--- src/logic/serial_cfg_pkg.sv ---
package serial_cfg_pkg;

  // block geometry for the output stage.

  // samples per parallel block.
  localparam int n_samples = 8;

  // width of one sample word.
  localparam int sample_w = 16;

  // beat index width, enough for n_samples - 1.
  localparam int index_w = $clog2(n_samples);

endpackage

--- src/logic/serial_types_pkg.sv ---
package serial_types_pkg;

  import serial_cfg_pkg::*;

  // one sample word as it moves through the stage.
  typedef logic [sample_w-1:0] sample_t;

  // a whole block, element 0 sits at the low end.
  typedef sample_t [n_samples-1:0] block_t;

  // one output beat on the send side.
  typedef struct packed {
    sample_t              data;   // selected sample.
    logic [index_w-1:0]   index;  // position inside the block.
    logic                 last;   // set on the final beat of a block.
  } beat_t;

endpackage

--- src/logic/serializer_control.sv ---
module serializer_control (
  input  logic clk,
  input  logic reset,

  // receive handshake.
  input  logic recv_val,
  output logic recv_rdy,

  // send handshake.
  input  logic send_rdy,
  output logic send_val,

  // from the beat counter.
  input  logic last,

  // to bank and counter.
  output logic capture,
  output logic advance,
  output logic clear
);

  typedef enum logic {
    idle,
    sending
  } state_t;

  state_t state;
  state_t next_state;
  logic   last_accept;

  // the final beat of the current block leaves at this edge.
  assign last_accept = (state == sending) && last && send_rdy;

  // a new block may come in while idle or together with the last beat.
  always_comb begin
    recv_rdy = 1'b0;
    send_val = 1'b0;
    case (state)
      idle: begin
        recv_rdy = 1'b1;
      end
      sending: begin
        send_val = 1'b1;
        recv_rdy = last_accept;
      end
      default: begin
        recv_rdy = 1'b0;
        send_val = 1'b0;
      end
    endcase
  end

  assign capture = recv_val && recv_rdy;
  assign advance = send_val && send_rdy;
  assign clear   = capture;  // new block restarts at index 0.

  always_comb begin
    next_state = state;
    case (state)
      idle: begin
        if (capture) begin
          next_state = sending;
        end
      end
      sending: begin
        // stay busy when the next block lands on the last beat.
        if (last_accept && !capture) begin
          next_state = idle;
        end
      end
      default: begin
        next_state = idle;
      end
    endcase
  end

  always_ff @(posedge clk) begin
    if (reset) begin
      state <= idle;
    end else begin
      state <= next_state;
    end
  end

endmodule

--- src/logic/sample_counter.sv ---
module sample_counter (
  input  logic                             clk,
  input  logic                             reset,

  input  logic                             advance,  // beat accepted.
  input  logic                             clear,    // block captured.

  output logic [serial_cfg_pkg::index_w-1:0] index,
  output logic                             last
);

  import serial_cfg_pkg::*;

  localparam logic [index_w-1:0] last_index = index_w'(n_samples - 1);

  // end of block is decided here and nowhere else.
  assign last = (index == last_index);

  always_ff @(posedge clk) begin
    if (reset) begin
      index <= '0;
    end else if (clear) begin
      index <= '0;  // wins over advance on a back to back capture.
    end else if (advance) begin
      if (last) begin
        index <= '0;
      end else begin
        index <= index + 1'b1;
      end
    end
  end

endmodule

--- src/logic/sample_bank.sv ---
module sample_bank (
  input  logic                               clk,
  input  logic                               reset,

  // block load.
  input  logic                               capture,
  input  serial_types_pkg::block_t           block_in,

  // read side.
  input  logic [serial_cfg_pkg::index_w-1:0] index,
  output serial_types_pkg::sample_t          data
);

  import serial_types_pkg::*;

  block_t stored;

  // the whole block is taken in one edge.
  always_ff @(posedge clk) begin
    if (reset) begin
      stored <= '0;
    end else if (capture) begin
      stored <= block_in;
    end
  end

  // read mux over the stored samples.
  assign data = stored[index];

endmodule

--- src/logic/block_serializer.sv ---
module block_serializer (
  input  logic                      clk,
  input  logic                      reset,

  // parallel block in.
  input  serial_types_pkg::block_t  recv_msg,
  input  logic                      recv_val,
  output logic                      recv_rdy,

  // one beat out per transfer.
  output serial_types_pkg::beat_t   send_msg,
  output logic                      send_val,
  input  logic                      send_rdy
);

  import serial_cfg_pkg::*;
  import serial_types_pkg::*;

  logic               capture;
  logic               advance;
  logic               clear;
  logic [index_w-1:0] index;
  logic               last;
  sample_t            data;

  serializer_control i_control (
    .clk      (clk),
    .reset    (reset),
    .recv_val (recv_val),
    .recv_rdy (recv_rdy),
    .send_rdy (send_rdy),
    .send_val (send_val),
    .last     (last),
    .capture  (capture),
    .advance  (advance),
    .clear    (clear)
  );

  sample_counter i_counter (
    .clk     (clk),
    .reset   (reset),
    .advance (advance),
    .clear   (clear),
    .index   (index),
    .last    (last)
  );

  sample_bank i_bank (
    .clk      (clk),
    .reset    (reset),
    .capture  (capture),
    .block_in (recv_msg),
    .index    (index),
    .data     (data)
  );

  // beat fields.
  assign send_msg.data  = data;
  assign send_msg.index = index;
  assign send_msg.last  = last;

endmodule

--- config.mk ---
export PLATFORM = sky130hd
export DESIGN_NAME = block_serializer
export DESIGN_NICKNAME = d
export VERILOG_FILES = /design/src/logic/serial_cfg_pkg.sv /design/src/logic/serial_types_pkg.sv /design/src/logic/serializer_control.sv /design/src/logic/sample_counter.sv /design/src/logic/sample_bank.sv /design/src/logic/block_serializer.sv
export SDC_FILE = /design/constraint.sdc
export NUM_CORES = 1
export LEC_CHECK = 0
export BUFFER_PORTS_ARGS = -buffer_cell sky130_fd_sc_hd__buf_2
export CAP_MARGIN = 20
export CORE_ASPECT_RATIO = 1.25
export CORE_MARGIN = 8
export CORE_UTILIZATION = 39
export CTS_BUF_LIST = sky130_fd_sc_hd__clkbuf_8
export DETAILED_ROUTE_END_ITERATION = 6
export HOLD_SLACK_MARGIN = 0.12
export SYNTH_ARGS = -nofsm -noshare
export SYNTH_HDL_FRONTEND = slang
export SYNTH_SLANG_ARGS = --single-unit
--- constraint.sdc ---
create_clock -name clk -period 2.95 [get_ports clk]
set_clock_uncertainty 0.1 [all_clocks]
set_input_delay 0.885 -clock clk [delete_from_list [all_inputs] [get_ports clk]]
set_output_delay 0.885 -clock clk [all_outputs]
set_load 0.02 [all_outputs]
# ---- Word-level counts from Yosys, hierarchy flattened
# Index checks and enable logic that the tools add are counted.
# Widths: inputs -> output; s select.
dict set report op_classes {
  add_sub_neg 1
  magnitude_cmp 1
  n_eq_ne 1
  muxes 8
  bitwise 1
  n_reduce_logical 7
}
# op count
set ops {}
lappend ops {{$bmux 16 s3} 1}
lappend ops {{$mux 16} 1}
lappend ops {{$logic_and 1x1->1} 5}
lappend ops {{$lt 3x4->1 const B} 1}
lappend ops {{$pmux 1 s2} 2}
lappend ops {{$add 3x1->3 const B} 1}
lappend ops {{$eq 3x3->1 const B} 1}
lappend ops {{$mux 1} 3}
lappend ops {{$mux 3} 1}
lappend ops {{$reduce_or 2->1} 1}
lappend ops {{$logic_not 1->1} 1}
lappend ops {{$not 1->1} 1}
dict set report totals {
  regBits 132
  in_bits 132
  out_inout_bits 22
  word_cells 29
}

# ---- Depth between registers and ports, before layout
# Gate-level depths: netlist of run 1.
dict set report logic_depth {
  depth_word 9
  ltp_mapped 8
  ltp_nobuf 5
}

# ---- Hierarchy
# A second synthesis of run 1 with hierarchy kept.
dict set report hier_totals {
  hier_cells 490
  area_unflattened_um2 5745.5
}
# module instances cells_each area_each_um2 seq_area_each_um2
set by_module_without_submodules {}
lappend by_module_without_submodules {sample_bank 1 470 5525.3 2562.5}
lappend by_module_without_submodules {sample_counter 1 12 142.6 60.1}
lappend by_module_without_submodules {serializer_control 1 7 70.1 20.0}
lappend by_module_without_submodules {block_serializer 1 1 7.5 0.0}

# ---- Worst setup path after synthesis of run 1
# Ideal clock, no wire load.
dict set report synth_timing {
  kind {register to output}
  from {register i_counter.index[0] in the netlist's numbering}
  to {output send_msg[10] in the netlist's numbering}
  arrival_ns 1.640
  required_ns 1.965
  slack_ns 0.325
  path_stages_with_launch 5
  path_buffers 2
  cell_sequence {dfxtp_1 -> buf_6 -> buf_6 -> mux4_1 -> mux2_2}
}
# item line
set synth_rtl {}
lappend synth_rtl {{start, declared} sample_counter.sv:8} ;# output logic [serial_cfg_pkg::index_w-1:0] index,
lappend synth_rtl {{start signal, assigned} sample_counter.sv:28} ;# index <= index + 1'b1;
lappend synth_rtl {{end, declared} block_serializer.sv:11} ;# output serial_types_pkg::beat_t send_msg,

==> results of run 1 <==
-- cell type report --
cell class	instances	area (µm²)	share of cell area, %
Clock inverter	14	151	1.82
Inverter	1	3.75	0.0451
Multi-Input combinational cell	448	3990	48.0
Timing Repair Buffer	163	995	12.0
Sequential cell	132	2650	31.9
Clock buffer	18	248	2.98
Tap cell	224	280	3.37
-- logic make-up after synthesis --
| kind of cell | count (synthesis) | share of synthesized area [%] |
|---|---|---|
| DFF | 132 | 37.8 |
| and+or+nand+nor | 265 | 23.6 |
| muxes | 178 | 33.0 |
| buffers and inverters | 56 | 4.87 |
| AOI/OAI and AO/OA | 3 | 0.358 |
| adders and majority gates | 2 | 0.358 |
-- placed cells by master (no fill, tap or decap), drive strengths merged, types with 4 or more instances in the layout --
cell type / n
clkinv: 6
inv: 5
nor2: 4
dfxtp: 132
mux2i: 130
clkbuf: 19
mux4: 32
buf: 162
nand2b: 256
mux2: 16
-- state kept, by name, summed over array words and instances (netlist names) --
signal           count
i_bank.stored      128
i_control.state      1
i_counter.index      3
-- worst max-delay path: stages, from the launching register on --
cell	delay, ns
dfxtp_4	0.40
buf_12	0.16
mux4_1	0.57
mux2_2	0.30
buf_2	0.17
-- how the worst min path moves through the flow --
stage | endpoint | slack (ns) | startpoint | cells past startpoint
5_1_grt | i_bank.stored[75] | 0.39 | i_bank.stored[75] | 2
4_1_cts | i_bank.stored[89] | 0.38 | i_bank.stored[89] | 2
3_3_place_gp | i_bank.stored[82] | 0.35 | i_bank.stored[82] | 2
6_report | i_bank.stored[1] | 0.37 | i_bank.stored[1] | 2
3_5_place_dp | i_bank.stored[0] | 0.36 | i_bank.stored[0] | 2
2_1_floorplan | i_bank.stored[16] | 0.34 | i_bank.stored[16] | 2
-- routing by layer --
metal	part of all wire, %	global-route usage [%]	up-vias
li1	-	-	2413
met1	49	21.3	2295
met2	45	22.8	118
met3	5.2	4.06	14
met4	1.0	5.28	0
met5	0	0	-
-- power groups by stage --
| stage | Sequential, mW | Clock [mW] | Combinational (mW) |
|---|---|---|---|
| 2_1_floorplan | 1.97 | 0 | 0.421 |
| 3_3_place_gp | 2.00 | 0 | 0.577 |
| 3_5_place_dp | 2.00 | 0 | 0.590 |
| 4_1_cts | 1.97 | 1.56 | 0.599 |
| 5_1_grt | 1.98 | 1.65 | 0.656 |
| 6_report | 1.97 | 1.52 | 0.602 |
-- metrics by stage --
step | utilization, % | hold WS [ns] | setup TNS (ns) | power (mW)
2_1_floorplan | - | 0.344 | 0 | 2.39
3_3_place_gp | 44.9 | 0.354 | 0 | 2.58
3_5_place_dp | 44.9 | 0.360 | 0 | 2.59
4_1_cts | 47.2 | 0.375 | -1.17 | 4.13
5_1_grt | 47.5 | 0.387 | -1.35 | 4.28
6_report | 47.5 | 0.375 | -0.209 | 4.09
-- what timing repair did --
item                                    CTS  global route
resized for setup                        15            15
cloned                                    0             1
hold buffers                              0             0
endpoints found under the setup margin   16            16
==> impl_metrics.yaml, run 1 <==
run_status:
  status: "finished, violations left"
  violations: "negative setup slack"
yosys:
  yosys.cell_types.count: 22
  yosysMostFrequentCell: "nand2b_1"
  yosysTopAreaCellShare_pct: 37.8
  synth.largest_area_cell: "dfxtp_1"
  mappedNetlistNets: 770
  async_flop_share_pct: 0
  ys_warn_count: 0
  synth_ff_type: "dfxtp_1"
  syn_area_per_cell_um2: 11.0
  ys_seq_area_share_pct: 37.8
  netlist_area_um2: 6990
  postSynthCellCount: 636
  synth_common_cells: "256 x nand2b_1, 132 x dfxtp_1, 130 x mux2i_1"
  synth_edf_count: 0
  synth-seq-cells: 132
  synth_area_leaders: "dfxtp_1 38%, nand2b_1 23%, mux2i_1 19%"
power:
  power.leakage_nw: 3.51
  pwr-share-comb_pct: 14.7
  p_sw_share_pct: 26.4
  power_frac_seq_pct: 48.1
  clock_power_share_pct: 37.2
  power_density_nw_per_um2: 492
  vdd_drop_max_mv: 0.293
  p_int_mw: 3.01
  p_sw_mw: 1.08
global_routing:
  grt_pass1_vias: 5026
  grtUsageTotal_pct: 15.5
  grt_overflow: 0
  grt_max_degree: 87
  antenna_found_initial: 0
  grt_pass1_wl_mm: 27.5
clock_network:
  cts_tree: "built"
  cts_root_buffer: "clkbuf_8"
  clock_path_buffers: 2
  cts.sink_count: 132
  cts_htree_levels: 4
  postCtsSetupBuffers: 0
  cts-buffers-inserted: 17
  clkTransAtPathRegs_ns: 0.08
  insertion_delay_ns: 0.42
critical_path:
  cp-start-kind: "flop"
  r2r-end: "i_bank.stored[125]"
  required_ns: 1.97
  critical_path_class: "reg -> out"
  crit_start: "i_counter.index[0]"
  reg2reg_slack_ns: 0.79
  cp-end-kind: "output port"
  critPathArrivalTime_ns: 2.01
  rr_startpoint: "i_counter.index[0]"
  endpoint: "send_msg[7]"
  reg2regPathDepth: 7
  crit_fanout: 15
timing:
  worstMarginPinSlew_ns: 0.539
  drv_slew: 0
  fmax_mhz: 333
  setup_viol: 11
  fin_crit_sh_pct: 102
  report.final.hold_viol_count: 0
  relSlewSlack_pct: 64.1
  rsz0062_at_grt: "yes"
  setup_ws_ns: -0.0499
  period_needed_ns: 3.00
routing:
  dr.pass1.iters: 6
  drc: 0
  drt_iter0_markers: 235
  via_per_inst: 4.84
  finalWirelength_mm: 17.7
  antenna_left: 0
  wl_per_cell_um: 17.7
  num_vias: 4840
placement:
  gp_congestion: 0.821
  dp_hpwl_mm: 12.6
  post-place-ws_ns: 0.306
  io_buffer_count: 153
  dp_cells: 967
  place_area_um2: 7860
die:
  pin_count: 154
  rows: 54
  fp.dieW_um: 136
  fp.dieH_um: 166
  dieArea_um2: 22500
  coreArea_um2: 17500
  start_util_pct: 39.9
cells_and_area:
  fin_cells: 1000
  final_area_um2: 8320
  nNetsFinal: 897
  fillCellCount: 1663
  drive_gt1_share_pct: 29.5
  synthToLayoutAreaGrowth_pct: 19.0
  num_antenna_cells: 0
run:
  maxCapViolCount: 0
min_path:
  hold_class: "reg -> reg"
No activity file was read; power rests on OpenSTA's default activity.
==> run 2: changes to the inputs <==
--- a/config.mk
+++ b/config.mk
@@ -5,6 +5,7 @@
 export SDC_FILE = /design/constraint.sdc
 export NUM_CORES = 1
 export LEC_CHECK = 0
+export ABC_AREA = 1
 export BUFFER_PORTS_ARGS = -buffer_cell sky130_fd_sc_hd__buf_2
 export CAP_MARGIN = 20
 export CORE_ASPECT_RATIO = 1.25
==> run 2 against run 1 <==
Compared with the run above:
- the flow now finishes without violations
- sequential power barely moved
- combinational power rose by 27%
- via count rose by 27%
- first-iteration DRC count rose by 68%
- die area fell by 4.1%
- sequential cell count did not move
- power rose by 9.1%
- wire length rose by 8.8%
- sequential share of layout area rose by 1.4 points
- non-clock buffer count rose by 3
==> impl_metrics.yaml, run 2 <==
critical_path:
  required_ns: 1.97
  critPathArrivalTime_ns: 1.83
  cp-end-kind: "output port"
  crit_fanout: 35
  cp-start-kind: "flop"
  critical_path_class: "reg -> out"
  reg2reg_slack_ns: 0.69
clock_network:
  cts-buffers-inserted: 17
  cts_resized: 1
  clkTransAtPathRegs_ns: 0.08
  insertion_delay_ns: 0.45
  cts_tree: "built"
  hold_buffers: 0
  postCtsSetupBuffers: 0
  clock_path_buffers: 2
  cts_htree_levels: 4
  cts.sink_count: 132
  cts_root_buffer: "clkbuf_8"
die:
  fp.dieW_um: 133
  rows: 53
  dieArea_um2: 21600
  start_util_pct: 39.7
  fp.dieH_um: 162
  pin_count: 154
  coreArea_um2: 16800
yosys:
  syn_area_per_cell_um2: 6.60
  synth_edf_count: 0
  mappedNetlistNets: 1143
  synth_area_leaders: "dfxtp_1 40%, nor2_1 15%, o21bai_1 14%"
  synth_common_cells: "260 x nor2_1, 213 x nand2_1, 135 x inv_1"
  yosysMostFrequentCell: "nor2_1"
  synth_ff_type: "dfxtp_1"
  async_flop_share_pct: 0
  yosysTopAreaCellShare_pct: 39.7
  postSynthCellCount: 1009
  netlist_area_um2: 6660
  synth.largest_area_cell: "dfxtp_1"
  ys_warn_count: 0
  ys_seq_area_share_pct: 39.7
  synth-seq-cells: 132
  yosys.cell_types.count: 17
cells_and_area:
  final_cell_mix: "260 x nor2_1, 213 x nand2_1, 152 x buf_2, 135 x inv_1, 131 x dfxtp_1"
  nNetsFinal: 1261
  top_regs: "i_bank.stored x128, i_counter.index x3, i_control.state x1"
  synthToLayoutAreaGrowth_pct: 19.1
  fillCellCount: 1809
  num_antenna_cells: 0
  final_common_cell: "nor2_1"
  largest_reg_flops: 128
  drive_gt1_share_pct: 17.7
  largest-register: "i_bank.stored"
power:
  p_sw_mw: 1.21
  power.leakage_nw: 4.02
  power_density_nw_per_um2: 563
  pwr-share-comb_pct: 17.1
  power_frac_seq_pct: 44.6
  clock_power_share_pct: 38.3
  vdd_drop_max_mv: 0.278
  power_mw: 4.46
  p_sw_share_pct: 27.2
  p_int_mw: 3.25
routing:
  num_vias: 6154
  antenna_left: 0
  finalWirelength_mm: 19.3
  wl_per_cell_um: 14.2
  drc: 0
  dr.pass1.iters: 5
  via_per_inst: 4.53
  drt_iter0_markers: 395
timing:
  period_needed_ns: 2.82
  rsz0062_at_grt: "no"
  drv_slew: 0
  fmax_mhz: 355
  relSlewSlack_pct: 55.9
  setup_viol: 0
  report.final.hold_viol_count: 0
  tns_ns: 0
  fin_crit_sh_pct: 95.5
  worstMarginPinSlew_ns: 0.661
placement:
  gp_congestion: 0.839
  dp_hpwl_mm: 14.2
  io_buffer_count: 153
global_routing:
  grt_overflow: 0
  grt_pass1_wl_mm: 30.9
  antenna_found_initial: 0
  grt_max_degree: 129
  grt_pass1_vias: 6050
  grtUsageTotal_pct: 18.1
run_status:
  status: "completed"
run:
  maxCapViolCount: 0
min_path:
  hold_class: "reg -> reg"
## run 2: changes by cell type after synthesis, sizes merged, moves of 2 or more
cell	previous run	this run
buf	20	46
clkbuf	35	21
inv	1	136
mux2	16	0
mux2i	130	0
mux4	32	0
nand2	1	215
nand2b	256	0
nand3	0	64
nor2	4	260
o21ai	0	2
o21bai	0	128
## run 2: cells by family (layout without fill, tap and decap cells)
family	after synthesis	after routing	synth area share, %
AOI/OAI and AO/OA	132	132	14.7
adders and majority gates	2	2	0.375
buffers and inverters	203	334	13.5
DFF	132	132	39.7
and+or+nand+nor	540	540	31.7
## run 2: final timing paths
kind | startpoint | to | cells past startpoint
setup / recovery | i_counter.index[1] | recv_rdy | 6
hold / removal | i_bank.stored[62] | i_bank.stored[62] | 2
setup reg to reg | i_counter.index[1] | i_bank.stored[69] | 10
hold reg to reg | i_bank.stored[62] | i_bank.stored[62] | 2
## run 2: worst max-delay path: stages (launching register included)
cell	delay (ns)
dfxtp_1	0.38
buf_12	0.22
ha_1	0.18
ha_1	0.23
nand2_1	0.09
nand2_2	0.10
buf_2	0.17
## run 2: routing by layer
metal	wire, µm	share of wire, %	global-route usage (%)	up-vias
met1	8130	42	20.5	2683
met2	9870	51	32.0	153
met3	903	4.7	4.30	20
met4	370	1.9	6.93	0
li1	-	-	-	3298
met5	0	0	0	-
## run 2: power groups by stage
stage | combinational, mW | sequential (mW) | clock (mW)
after floorplan | 0.531 | 2.02 | 0
after global placement | 0.769 | 2.03 | 0
after detailed placement | 0.770 | 2.03 | 0
after CTS | 0.774 | 1.99 | 1.76
after global routing | 0.875 | 2.01 | 1.84
final | 0.765 | 1.99 | 1.71
## run 2: metrics by stage
| step | utilization, % | cells | hold slack [ns] | cell area [µm²] | setup WS [ns] |
|---|---|---|---|---|---|
| final | 47.3 | 1360 | 0.382 | 7940 | 0.134 |
| after CTS | 47.2 | 1360 | 0.388 | 7920 | 0.0397 |
| after global routing | 47.3 | 1360 | 0.401 | 7940 | 0.0124 |
| after detailed placement | 44.5 | 1328 | 0.372 | 7460 | 0.467 |
| after floorplan | - | 1009 | 0.354 | 6660 | 0.682 |
| after global placement | 44.5 | 1328 | 0.362 | 7460 | 0.518 |
## run 2: cell type report
class,count,area [µm²],area share (%)
multi-input combinational,674,3120,39.4
sequential,132,2640,33.3
timing repair buffer,166,927,11.7
inverter,136,512,6.45
clock buffer,22,303,3.82
tap,220,275,3.47
clock inverter,10,151,1.91
